`config.mk`:
```
export PLATFORM = sky130hd
export DESIGN_NAME = fft_stream_adapter
export DESIGN_NICKNAME = d
export VERILOG_FILES = /design/src/fft_stream_pkg.sv /design/src/fft_stream_adapter.sv /design/src/spectrum_unpack.sv /design/src/frame_ctrl.sv /design/src/frame_beat_counter.sv /design/src/sample_fifo.sv
export SDC_FILE = /design/constraint.sdc
export NUM_CORES = 1
export LEC_CHECK = 0
export ABC_CLOCK_PERIOD_IN_PS = 3300
export BUFFER_PORTS_ARGS = -buffer_cell sky130_fd_sc_hd__buf_4
export CAP_MARGIN = 10
export CORE_UTILIZATION = 56
export CTS_BUF_LIST = sky130_fd_sc_hd__clkbuf_8
export DETAILED_ROUTE_END_ITERATION = 16
export GPL_TIMING_DRIVEN = 0
export PLACE_DENSITY = 0.89
export SYNTH_ARGS = -nofsm -noshare
export SYNTH_HDL_FRONTEND = slang
export SYNTH_SLANG_ARGS = --single-unit
export TNS_END_PERCENT = 50
```
`constraint.sdc`:
```
create_clock -name clk -period 3.3 [get_ports clk]
set_input_delay 0.165 -clock clk [delete_from_list [all_inputs] [get_ports clk]]
set_output_delay 0.165 -clock clk [all_outputs]
set_load 0.01 [all_outputs]
```
`src/fft_stream_pkg.sv`:
```
package fft_stream_pkg;

    // sample and result widths
    localparam int DIN_W  = 16;  // real input sample
    localparam int DOUT_W = 32;  // one component of a core result

    // frame and buffer sizing
    localparam int FRAME_LEN  = 16;
    localparam int FIFO_DEPTH = 32;  // two frames of buffering

    localparam int PTR_W  = $clog2(FIFO_DEPTH);      // fifo address
    localparam int LVL_W  = $clog2(FIFO_DEPTH + 1);  // holds 0..FIFO_DEPTH
    localparam int BEAT_W = $clog2(FRAME_LEN);       // holds 0..FRAME_LEN-1

    typedef logic [DIN_W-1:0] sample_t;

    // beat towards the core, imaginary part on top
    typedef struct packed {
        logic [DIN_W-1:0] im;
        logic [DIN_W-1:0] re;
    } fft_in_t;

    // beat from the core, same layout at output width
    typedef struct packed {
        logic [DOUT_W-1:0] im;
        logic [DOUT_W-1:0] re;
    } fft_out_t;

    // frame_ctrl states
    typedef enum logic {
        IDLE,    // waiting for a whole frame in the fifo
        STREAM   // sending a frame to the core
    } frame_state_t;

endpackage
```
`src/fft_stream_adapter.sv`:
```
module fft_stream_adapter (
    input  logic                     clk,
    input  logic                     rst_n,
    // sample input
    input  logic                     i_wr_en,
    input  fft_stream_pkg::sample_t  i_wr_data,
    output logic                     o_drop,
    // frames towards the core
    output logic                     o_in_tvalid,
    output fft_stream_pkg::fft_in_t  o_in_tdata,
    output logic                     o_in_tlast,
    input  logic                     i_in_tready,
    // results from the core
    input  logic                     i_out_tvalid,
    input  fft_stream_pkg::fft_out_t i_out_tdata,
    input  logic                     i_out_tlast,
    output logic                     o_spec_valid,
    output fft_stream_pkg::fft_out_t o_spec,
    output logic                     o_sop,
    output logic                     o_eop
);

    fft_stream_pkg::sample_t          fifo_head;
    logic [fft_stream_pkg::LVL_W-1:0] fifo_level;
    logic                             fifo_rd;
    logic                             beat;
    logic                             beat_clear;
    logic                             beat_last;

    sample_fifo u_fifo (
        .clk       (clk),
        .rst_n     (rst_n),
        .i_wr_en   (i_wr_en),
        .i_wr_data (i_wr_data),
        .i_rd_en   (fifo_rd),
        .o_rd_data (fifo_head),
        .o_empty   (),
        .o_level   (fifo_level),
        .o_drop    (o_drop)
    );

    frame_ctrl u_ctrl (
        .clk         (clk),
        .rst_n       (rst_n),
        .i_level     (fifo_level),
        .i_head      (fifo_head),
        .i_in_tready (i_in_tready),
        .i_last      (beat_last),
        .o_rd_en     (fifo_rd),
        .o_beat      (beat),
        .o_clear     (beat_clear),
        .o_in_tvalid (o_in_tvalid),
        .o_in_tdata  (o_in_tdata),
        .o_in_tlast  (o_in_tlast)
    );

    frame_beat_counter u_cnt (
        .clk     (clk),
        .rst_n   (rst_n),
        .i_beat  (beat),
        .i_clear (beat_clear),
        .o_last  (beat_last)
    );

    spectrum_unpack u_unpack (
        .clk          (clk),
        .rst_n        (rst_n),
        .i_out_tvalid (i_out_tvalid),
        .i_out_tdata  (i_out_tdata),
        .i_out_tlast  (i_out_tlast),
        .o_spec_valid (o_spec_valid),
        .o_spec       (o_spec),
        .o_sop        (o_sop),
        .o_eop        (o_eop)
    );

endmodule

```
`src/spectrum_unpack.sv`:
```
module spectrum_unpack (
    input  logic                     clk,
    input  logic                     rst_n,
    input  logic                     i_out_tvalid,
    input  fft_stream_pkg::fft_out_t i_out_tdata,
    input  logic                     i_out_tlast,
    output logic                     o_spec_valid,
    output fft_stream_pkg::fft_out_t o_spec,
    output logic                     o_sop,
    output logic                     o_eop
);

    // next valid beat opens a new frame
    logic sof_pending;

    always_ff @(posedge clk or negedge rst_n) begin
        if (!rst_n) begin
            sof_pending <= 1'b1;
        end else if (i_out_tvalid) begin
            sof_pending <= i_out_tlast;  // a tlast beat re-arms the start
        end
    end

    // flags, one cycle behind the core beat
    always_ff @(posedge clk or negedge rst_n) begin
        if (!rst_n) begin
            o_spec_valid <= 1'b0;
            o_sop        <= 1'b0;
            o_eop        <= 1'b0;
        end else begin
            o_spec_valid <= i_out_tvalid;
            o_sop        <= i_out_tvalid && sof_pending;
            o_eop        <= i_out_tvalid && i_out_tlast;
        end
    end

    // result held between valid beats
    always_ff @(posedge clk) begin
        if (i_out_tvalid) begin
            o_spec <= i_out_tdata;
        end
    end

endmodule

```
`src/frame_ctrl.sv`:
```
module frame_ctrl (
    input  logic                             clk,
    input  logic                             rst_n,
    input  logic [fft_stream_pkg::LVL_W-1:0] i_level,
    input  fft_stream_pkg::sample_t          i_head,
    input  logic                             i_in_tready,
    input  logic                             i_last,
    output logic                             o_rd_en,
    output logic                             o_beat,
    output logic                             o_clear,
    output logic                             o_in_tvalid,
    output fft_stream_pkg::fft_in_t          o_in_tdata,
    output logic                             o_in_tlast
);

    fft_stream_pkg::frame_state_t state;
    fft_stream_pkg::frame_state_t state_nxt;

    logic frame_ready;
    logic xfer;

    // only start once the whole frame sits in the fifo,
    // so the head never runs dry mid-frame
    assign frame_ready = (i_level >= fft_stream_pkg::LVL_W'(fft_stream_pkg::FRAME_LEN));

    assign o_in_tvalid = (state == fft_stream_pkg::STREAM);
    assign xfer        = o_in_tvalid && i_in_tready;
    assign o_in_tlast  = o_in_tvalid && i_last;

    // real sample into the low half, imaginary part zero
    assign o_in_tdata.re = i_head;
    assign o_in_tdata.im = '0;

    // each transfer pops the fifo and steps the counter
    assign o_rd_en = xfer;
    assign o_beat  = xfer;
    assign o_clear = xfer && i_last;  // frame done

    always_comb begin
        state_nxt = state;
        case (state)
            fft_stream_pkg::IDLE: begin
                if (frame_ready) state_nxt = fft_stream_pkg::STREAM;
            end
            fft_stream_pkg::STREAM: begin
                if (xfer && i_last) state_nxt = fft_stream_pkg::IDLE;  // gap between frames
            end
            default: state_nxt = fft_stream_pkg::IDLE;
        endcase
    end

    always_ff @(posedge clk or negedge rst_n) begin
        if (!rst_n) begin
            state <= fft_stream_pkg::IDLE;
        end else begin
            state <= state_nxt;
        end
    end

endmodule

```
`src/frame_beat_counter.sv`:
```
module frame_beat_counter (
    input  logic clk,
    input  logic rst_n,
    input  logic i_beat,
    input  logic i_clear,
    output logic o_last
);

    logic [fft_stream_pkg::BEAT_W-1:0] cnt;

    // beats transferred so far in this frame
    always_ff @(posedge clk or negedge rst_n) begin
        if (!rst_n) begin
            cnt <= '0;
        end else if (i_clear) begin
            cnt <= '0;  // clear wins over the final beat
        end else if (i_beat) begin
            cnt <= cnt + 1'b1;
        end
    end

    assign o_last = (cnt == fft_stream_pkg::BEAT_W'(fft_stream_pkg::FRAME_LEN - 1));

endmodule

```
`src/sample_fifo.sv`:
```
module sample_fifo (
    input  logic                            clk,
    input  logic                            rst_n,
    input  logic                            i_wr_en,
    input  fft_stream_pkg::sample_t         i_wr_data,
    input  logic                            i_rd_en,
    output fft_stream_pkg::sample_t         o_rd_data,
    output logic                            o_empty,
    output logic [fft_stream_pkg::LVL_W-1:0] o_level,
    output logic                            o_drop
);

    fft_stream_pkg::sample_t mem [fft_stream_pkg::FIFO_DEPTH];

    logic [fft_stream_pkg::PTR_W-1:0] wr_ptr;
    logic [fft_stream_pkg::PTR_W-1:0] rd_ptr;
    logic [fft_stream_pkg::LVL_W-1:0] level;
    logic                             full;
    logic                             wr_ok;
    logic                             rd_ok;

    assign full    = (level == fft_stream_pkg::LVL_W'(fft_stream_pkg::FIFO_DEPTH));
    assign o_empty = (level == '0);
    assign o_level = level;

    // a write at full is refused even if a read happens in the same cycle
    assign wr_ok = i_wr_en && !full;
    assign rd_ok = i_rd_en && !o_empty;

    // head shown without a read request
    assign o_rd_data = mem[rd_ptr];

    always_ff @(posedge clk) begin
        if (wr_ok) begin
            mem[wr_ptr] <= i_wr_data;
        end
    end

    // pointers wrap on their own, depth is a power of two
    always_ff @(posedge clk or negedge rst_n) begin
        if (!rst_n) begin
            wr_ptr <= '0;
            rd_ptr <= '0;
        end else begin
            if (wr_ok) wr_ptr <= wr_ptr + 1'b1;
            if (rd_ok) rd_ptr <= rd_ptr + 1'b1;
        end
    end

    always_ff @(posedge clk or negedge rst_n) begin
        if (!rst_n) begin
            level <= '0;
        end else begin
            case ({wr_ok, rd_ok})
                2'b10:   level <= level + 1'b1;
                2'b01:   level <= level - 1'b1;
                default: level <= level;  // none, or push and pop together
            endcase
        end
    end

    // one-cycle pulse after a refused write
    always_ff @(posedge clk or negedge rst_n) begin
        if (!rst_n) begin
            o_drop <= 1'b0;
        end else begin
            o_drop <= i_wr_en && full;
        end
    end

endmodule

```
# Yosys cells after proc, flatten, opt, wreduce, memory -nomap -nowiden
# Memory sizes are Yosys's and may differ from the RTL's.
# Index checks and enable logic that the tools add are counted.
[op_classes]
add_sub_neg = 5
mux = 8
bitwise = 1
eq_ne = 4
n_lt_le_gt_ge = 1
reduce_logical = 13
[ops]
columns = ["op", "count"]
rows = [
  ["case mux 6 bit (2 select lines)", 1],
  ["adder 5 x 1 -> 5 bit, second input constant", 2],
  ["logical AND 1 bit", 8],
  ["two-way mux 4 bit", 2],
  ["adder 6 x 1 -> 6 bit, second input constant", 1],
  ["equality test 6 bit, second input constant", 1],
  ["greater-or-equal comparator 6 x 5 -> 1 bit, second input constant", 1],
  ["logical NOT 6 bit", 1],
  ["subtractor 6 x 1 -> 6 bit, second input constant", 1],
  ["adder 4 x 1 -> 4 bit, second input constant", 1],
  ["equality test 4 bit, second input constant", 1],
  ["two-way mux 1 bit", 4],
  ["nonzero test 2 bit", 2],
  ["equality test 2 x 1 -> 1 bit, second input constant", 1],
  ["equality test 2 bit, second input constant", 1],
  ["logical NOT 1 bit", 2],
  ["case mux 1 bit (2 select lines)", 1],
  ["NOT 1 bit", 1],
]
[word_totals]
ram_bits = 512
n_memories = 1
register_bits = 90
elab_cells = 45
[memory_table]
columns = ["name", "depth", "width", "read_ports", "rd_clocked_by_memory_dff", "wr", "line", "source"]
rows = [
  ["u_fifo.mem", 32, 16, 1, 0, 1, "sample_fifo.sv:13", "fft_stream_pkg::sample_t mem [fft_stream_pkg::FIFO_DEPTH];"],
]

# Longest topological paths before layout
# Gate-level depths: netlist (run 1).
[depth]
ltp_word = 5
ltp_mapped = 11
depth_no_buf = 10

# By module
# From an unflattened synthesis (run 1), not the netlist that was laid out.
[unflattened]
hier_cells = 1110
hier_area_um2 = 23181.0
[modules_own_cells]
columns = ["mod", "seq_area_each_um2", "area_per_inst_um2", "n_inst", "cells_each"]
rows = [
  ["sample_fifo", 15800.2, 20614.8, 1, 982],
  ["spectrum_unpack", 2023.2, 2053.2, 1, 71],
  ["frame_ctrl", 25.0, 314.1, 1, 40],
  ["frame_beat_counter", 100.1, 198.9, 1, 17],
]

# Worst setup path after synthesis (run 1)
# No wires, ideal clock.
[synth_path]
kind = "reg2reg"
from = "register u_fifo.level (netlist bit u_fifo.o_level[0])"
to = "register u_fifo.level (netlist bit u_fifo.o_level[5])"
path_buffers = 1
slack_ps = 209
arrival_time_ps = 2968
path_stages_with_launch = 11
setup_time_ps = 123
cell_sequence = "dfrtp_1 -> or4_1 -> o31a_1 -> buf_2 -> inv_1 -> ha_1 -> ha_1 -> nor4bb_1 -> a311o_1 -> or3b_2 -> xnor2_1"
[synth_via]
elab_chain_cells = 5
elab_cells_between_ends = 12
cone_classes = "add/sub (2); eq/ne (3); mux (1); reduce/logical (6)"
[synth_rtl]
columns = ["item", "line", "source"]
rows = [
  ["start: declaration", "sample_fifo.sv:17", "logic [fft_stream_pkg::LVL_W-1:0] level;"],
  ["start signal: assignment", "sample_fifo.sv:55", "2'b10: level <= level + 1'b1;"],
  ["start signal: assignment", "sample_fifo.sv:56", "2'b01: level <= level - 1'b1;"],
  ["start signal: assignment", "sample_fifo.sv:57", "default: level <= level;"],
  ["branches (longest 5 deep; another with subtractor 6 x 1 -> 6 bit)", "n/a", ""],
]
# Several ways; the timed one is not identified.
# A chain may end at the register's enable or synchronous reset.

==> results.md, run 1 <==
- Outcome: finished, violations left
- Failing checks: setup timing
- Comb power frac: 32.7%
- Switch share: 33.3%
- # nets final: 1569
- Detailed placement HPWL: 34000 um
- Total number of vias: 12900
- Seq pwr share: 41.9%
- Gr ovfl total: 0
- Die Y: 205 um
- Synthesis-to-finish area growth: 21.6%
- Avg WL per Cell: 28.2 um
- Post-synth top area share: 75.1%
- Post-synthesis register bit count: 602
- Compound-Gate Fraction of Synth Area: 4.38%
- Slew headroom: 30.2%
- Leak: 9.79 nW
- Top cell type by total area after synthesis: edfxtp_1
- Initial Util: 57.4%
- Core ar.: 40100 sq um
- Multiplexer share of the synthesized area: 12.6%
- Slowest stage delay, CP: 570 ps
- Post-layout power: 22.1 mW
- Dpl ws: -64.2 ps
- IO buf count: 171
- Die Area: 41900 sq um
- Worst-path clk slew: 60 ps
- Worst-Margin Slew: 1050 ps
- Clk sink count: 602
- Vias in the first global route: 13200
- Skew final: 45.9 ps
- Crit path kind: register to primary output
- Number of top-level pins: 188
- Clk_lat worst skew: 660 ps
- Syn Inst Count: 1089
- Worst hold margin: 48.1 ps
- Sequential-to-total area share from yosys stat: 78.0%
- CP most frequent cell: buf_2
- CP bufs+invs: 4
- Max Buffers Root-to-Sink: 3
- Most frequent cells in the layout: edfxtp_1, buf_4, clkbuf_8
- CTS tree: done
- Vias per Instance: 6.26
- Most common cell after layout, fill and taps aside: edfxtp_1
- Post-synth EDFFs: 576
- Family with the most delay on the worst path: buffers and inverters
- TritonCTS Buffers: 90
- RSZ-0062 raised after global routing: yes
- Largest family of logic cells by synthesized area: multiplexers
- P_int: 14.7 mW
- Synth Area in Adders: 0.685%
- Gpl congestion: 0.890
- Iteration count of the initial detailed-routing pass: 6
- Initial antenna violation count: 0
- Worst Path Arrival: 3230 ps
- Routed WL: 58200 um
- XOR/XNOR share of the synthesized area: 0.457%
- Final core utilization: 69.8%
- Ratio of total power to cell area: 788 nW/um^2
- Syn avg cell area: 21.1 sq um
- Root Buffer: clkbuf_8
- Element type at the critical path end: primary output
- Sw power: 7.35 mW
- Final ANT Viol Nets: 0
- CP Max Fanout: 10
- Fill count: 2228
- Final Cycle Share: 103%
- Synthesis warning total: 0
- Synth Cell Area: 23000 sq um
- Antenna diode count: 0
- H-tree depth: 3
- Async SR Flop Fraction: 4.32%
- Final setup margin: -99.0 ps
- Layout cells sized above 1: 31.5%
- Critical Path Start Type: register
- Fmax: 0.294 GHz
- Max-cap violations: 0
- DRC viols: 0
- Worst Hold Class: input port to register
- Final setup viols: 2
- Die width: 205 um
- Clk pwr share: 25.4%
- Final min period: 3400 ps
- Total GRT Usage: 27.9%
- Synth unique cells: 53
- WP data required: 3130 ps
- Largest net degree at the start of global routing: 69
- Slew Viols, Final: 0
- Post-synth top flop: edfxtp_1
- Slowest cell on crit path: a2111oi_4
- First-pass GRT wire length: 83400 um
- Final hold vios: 0
- Area contributors post-synth: edfxtp_1, mux4_2, mux2i_1
- Worst-path cell chain: buf_2, buf_2, nand3b_1, clkbuf_2, o22ai_1, a2111oi_4, a21oi_1, buf_4
- Initial DRC Count: 1676
- Rows: 73
- Worst IR Drop VDD: 0.000471 V
- Simple logic cell fraction of the synthesized area: 1.83%
==> worst register-to-register path, delay by kind of cell, from the launching register on <==
kind | cells | cell delay, ps
compound gates | 2 | 670
xor+xnor | 1 | 130
fa+ha+maj | 2 | 490
buf+inv | 1 | 140
flops | 1 | 450
simple gates | 3 | 1200
==> synthesized netlist by cell type, types with 2 or more instances <==
| cell | number |
|---|---|
| a22oi_1 | 16 |
| mux2_2 | 2 |
| a211oi_1 | 4 |
| nand2_1 | 17 |
| or3b_2 | 2 |
| buf_1 | 6 |
| nor3_1 | 2 |
| clkbuf_1 | 23 |
| o21ai_0 | 10 |
| o22ai_1 | 15 |
| xnor2_1 | 10 |
| dfrtp_1 | 25 |
| o221ai_1 | 16 |
| mux2i_1 | 65 |
| a21o_1 | 2 |
| nor4b_1 | 2 |
| nand4_1 | 5 |
| and2_1 | 3 |
| edfxtp_1 | 576 |
| buf_6 | 7 |
| a2111oi_2 | 12 |
| a21oi_1 | 32 |
| nand2b_1 | 2 |
| mux4_2 | 78 |
| o31a_1 | 2 |
| nand3b_1 | 4 |
| ha_1 | 11 |
| nor2_1 | 35 |
| buf_2 | 11 |
| nand3_1 | 2 |
| nor4_1 | 2 |
| xor2_1 | 2 |
| buf_4 | 23 |
| inv_1 | 11 |
| a22o_1 | 16 |
| nor2b_1 | 3 |
| a2111oi_0 | 2 |
| mux4_1 | 18 |
==> through the flow <==
stage	cell area, sq um	instances	setup TNS [ps]
2_1_floorplan	23100	1104	0
3_3_place_gp	25000	1800	0
3_5_place_dp	25200	1817	-64.2
4_1_cts	27900	2066	0
5_1_grt	28000	2067	-368
6_report	28000	2067	-127
==> path summary, 6_finish.rpt <==
| check | start | to | depth (start not counted) | slack [ps] |
|---|---|---|---|---|
| max | u_fifo.rd_ptr[2]$_DFFE_PN0P_ | o_in_tdata[10] | 8 | -100 |
| min reg2reg | u_cnt.cnt[3]$_DFFE_PN0P_ | u_cnt.cnt[3]$_DFFE_PN0P_ | 1 | 510 |
| max in group asynchronous | rst_n | u_unpack.o_spec_valid$_DFF_PN0_ | 4 | 2540 |
| max reg2reg | u_fifo.o_level[0]$_DFFE_PN0P_ | u_fifo.o_level[5]$_DFFE_PN0P_ | 9 | 100 |
| min in group asynchronous | rst_n | u_fifo.o_level[2]$_DFFE_PN0P_ | 4 | 590 |
| min | i_out_tvalid | u_unpack.o_spec_valid$_DFF_PN0_ | 1 | 50 |
==> cell families (layout without fill, tap and decap cells) <==
family / count (synthesis) / count (layout)
AO/OA/AOI/OAI: 132 / 132
XOR/XNOR: 12 / 12
adder cells (fa/ha/maj): 12 / 12
buffers and inverters: 82 / 520
flip-flops: 602 / 602
multiplexers: 163 / 163
other: 1 / 16
AND/OR/NAND/NOR: 85 / 85
==> final cells by class <==
class	count	area, sq um	share of cell area [%]
Tap cell	525	657	2.35
Sequential cell	602	17900	64.1
Timing Repair Buffer	275	2340	8.37
Clock inverter	71	357	1.27
Multi-Input combinational cell	420	4900	17.5
Clock buffer	92	1270	4.52
Buffer	71	490	1.75
Inverter	11	41.3	0.147
==> metal layers <==
metal / wire (um) / part of all wire (%) / track usage, %
met1: 20400 / 35 / 36.1
met4: 1970 / 3.4 / 10.0
met2: 28400 / 49 / 45.2
met3: 7500 / 13 / 8.22
met5: 0 / 0 / 0
==> registers in the layout, indices dropped and copies added (netlist names) <==
name                   count
u_unpack.sof_pending       1
u_unpack.o_eop             1
u_fifo.o_drop              1
u_fifo.rd_ptr              5
u_unpack.o_spec_valid      1
u_ctrl.o_in_tvalid         1
u_fifo.wr_ptr              5
u_fifo.o_level             6
u_unpack.o_sop             1
u_cnt.cnt                  4
u_unpack.o_spec           64
u_fifo.mem               512
==> what timing repair did <==
item / 4_1_cts / 5_1_grt
setup endpoints to repair: 17 / 15
cloned: 0 / 0
hold endpoints to repair: 591 / 0
pin swaps: 3 / 3
gates resized for setup: 35 / 30
hold buffers: 86 / 0
buffers inserted: 0 / 1
==> power groups by stage <==
stage	sequential (mW)	clock [mW]	combinational (mW)
6_report	9.25	5.60	7.23
5_1_grt	9.28	5.97	7.50
4_1_cts	9.22	5.59	6.90
3_5_place_dp	9.36	0	6.50
3_3_place_gp	9.32	0	6.16
2_1_floorplan	9.33	0	4.08
(Power assumes the default switching activity.)
==> inputs of run 2 (changes only) <==
--- a/config.mk
+++ b/config.mk
@@ -13,7 +13,7 @@
 export DETAILED_ROUTE_END_ITERATION = 16
 export GPL_TIMING_DRIVEN = 0
 export PLACE_DENSITY = 0.89
+export RECOVER_POWER = 100
 export SYNTH_ARGS = -nofsm -noshare
 export SYNTH_HDL_FRONTEND = slang
 export SYNTH_SLANG_ARGS = --single-unit
-export TNS_END_PERCENT = 50
==> run 2 against run 1 <==
  * Clock power is 1% lower
  * Design area is 1.3% lower
  * Critical path type unchanged
  * The run ends with capacitance limit, slew limit, setup timing left
  * Clock-buffer cell count stayed put
==> results.md, run 2 (synthesis gave the netlist of run 1 again) <==
- Outcome: finished, violations left
- Failing checks: capacitance limit, slew limit, setup timing
- Total GRT Usage: 27.1% (-0.85 points)
- Stages on worst setup path: 8 (unchanged)
- Clk_lat worst skew: 660 ps (about the same)
- CP bufs+invs: 4 (unchanged)
- Worst hold margin: 228 ps (+180 ps)
- H-tree depth: 3 (unchanged)
- Clk sink count: 602 (unchanged)
- Final min period: 3310 ps (-93.4 ps)
- First-pass GRT wire length: 81100 um (-2.7%)
- Most frequent cells in the layout: edfxtp_1, clkbuf_1, clkbuf_8
- Rows: 73 (unchanged)
- Ratio of total power to cell area: 790 nW/um^2 (+0.23%)
- WP data required: 3130 ps (about the same)
- Worst Path Arrival: 3140 ps (-90 ps)
- # nets final: 1568 (-0.064%)
- Worst hold stages: 2 (+1)
- Finished Cell Area: 27600 sq um (-1.3%)
- Initial antenna violation count: 0 (unchanged)
- Skew final: 53.6 ps (+7.70 ps)
- IO buf count: 171 (unchanged)
- Slew Viols, Final: 564 (+564)
- Final setup margin: -5.58 ps (+93.4 ps)
- CP most frequent cell: clkbuf_4
- Slowest cell on crit path: a2111oi_4
- Number of top-level pins: 188 (unchanged)
- Final Cycle Share: 100% (-2.8 points)
- Worst Hold Class: input port to register
- TritonCTS Buffers: 90 (unchanged)
- Biggest register: u_fifo.mem
- Worst Reg-to-Reg Cells: 10 (+1)
- Die Y: 205 um (unchanged)
- Hold path start: i_out_tdata[31]
- Critical Path Start Type: register
- Vias per Instance: 6.12 (-2.2%)
- Worst-path clk slew: 70 ps (about the same)
- Slew headroom: -135% (-170 points)
- Final core utilization: 68.9% (-0.88 points)
- Most common cell after layout, fill and taps aside: edfxtp_1
- Core ar.: 40100 sq um (unchanged)
- Largest net degree at the start of global routing: 69 (unchanged)
- Final setup viols: 2 (unchanged)
- Gpl congestion: 0.890 (unchanged)
- Leak: 9.45 nW (-3.4%)
- Post-layout power: 21.8 mW (-1.0%)
- DP Area: 25200 sq um (unchanged)
- Max Buffers Root-to-Sink: 3 (unchanged)
- RSZ-0062 raised after global routing: yes
- Worst-Margin Slew: 3530 ps (+2480 ps)
- Crit path kind: register to primary output
- DRC viols: 0 (unchanged)
- TNS Setup: -6.09 ps (+121 ps)
- CP Max Fanout: 10 (unchanged)
- Vias in the first global route: 13100 (-0.52%)
- Fmax: 0.303 GHz (+2.8%)
- Dpl ws: -64.2 ps (unchanged)
- Initial DRC Count: 1508 (-10%)
- Layout cells sized above 1: 25.4% (-6.1 points)
- Antenna diode count: 0 (unchanged)
- Avg WL per Cell: 27.0 um (-4.2%)
- Final hold vios: 0 (unchanged)
- Root Buffer: clkbuf_8
- Crit. Startpoint: u_fifo.rd_ptr[2]$_DFFE_PN0P_
- Detailed placement HPWL: 34000 um (unchanged)
- Die width: 205 um (unchanged)
- Iteration count of the initial detailed-routing pass: 6 (unchanged)
- Family with the most delay on the worst path: buffers and inverters
- Max-cap violations: 16 (+16)
- Final ANT Viol Nets: 0 (unchanged)
- Gr ovfl total: 0 (unchanged)
- Element type at the critical path end: primary output
- Worst-path cell chain: buf_2, clkbuf_4, nand3b_1, clkbuf_4, o22ai_1, a2111oi_4, a21oi_1, buf_4
- Post-Place Cells: 1817 (unchanged)
- CTS tree: done
- Routed WL: 55800 um (-4.2%)
- Max reg flops: 512 (unchanged)
- RR Startpoint: u_fifo.o_level[0]$_DFFE_PN0P_
- Total number of vias: 12700 (-2.3%)
- Die Area: 41900 sq um (unchanged)
- Synthesis-to-finish area growth: 20.1%
- Postcts setup bufs: 0 (unchanged)
- Slowest stage delay, CP: 560 ps (about the same)
- Cell Count, Final, Fillers Out: 2066 (-0.048%)
- Initial Util: 57.4% (unchanged)
- Worst IR Drop VDD: 0.000467 V (-0.97%)
[run 2: layout make-up]
class	instances	area, sq um
Buffer	71	499
Timing Repair Buffer	274	2000
Clock inverter	71	357
Multi-Input combinational cell	420	4880
Sequential cell	602	17900
Clock buffer	92	1270
Fill cell	2349	12500
Tap cell	525	657
Inverter	11	41.3
[run 2: worst paths after layout]
kind                                                         end  slack (ps)
worst max-delay path                               o_in_tdata[7]          -6
worst min-delay path               u_unpack.o_spec[31]$_DFFE_PP_         230
worst max register to register     u_fifo.o_level[5]$_DFFE_PN0P_          90
worst min register to register          u_cnt.cnt[3]$_DFFE_PN0P_         510
max in group asynchronous          u_fifo.o_level[0]$_DFFE_PN0P_        1180
min in group asynchronous       u_unpack.sof_pending$_DFFE_PN1P_         640
[run 2: what timing repair did]
item / CTS / global route
pin swaps: 3 / 3
setup endpoints to repair: 17 / 14
gates resized for setup: 37 / 23
endpoints found under the hold margin: 591 / 0
hold buffers: 86 / 0
[run 2: layer usage]
metal  vias to the layer above  track usage [%]  share of wire [%]
li1                       5276                -                  -
met1                      6320             35.3                 35
met2                       943             43.5                 49
met3                       111             8.07                 13
met4                         0             9.81                3.4
met5                         -                0                  0
[run 2: power breakdown]
part           switching (mW)  internal (mW)  total [mW]
registers               0.235           9.01        9.25
logic                    4.10           2.95        7.05
clock network            2.85           2.70        5.54
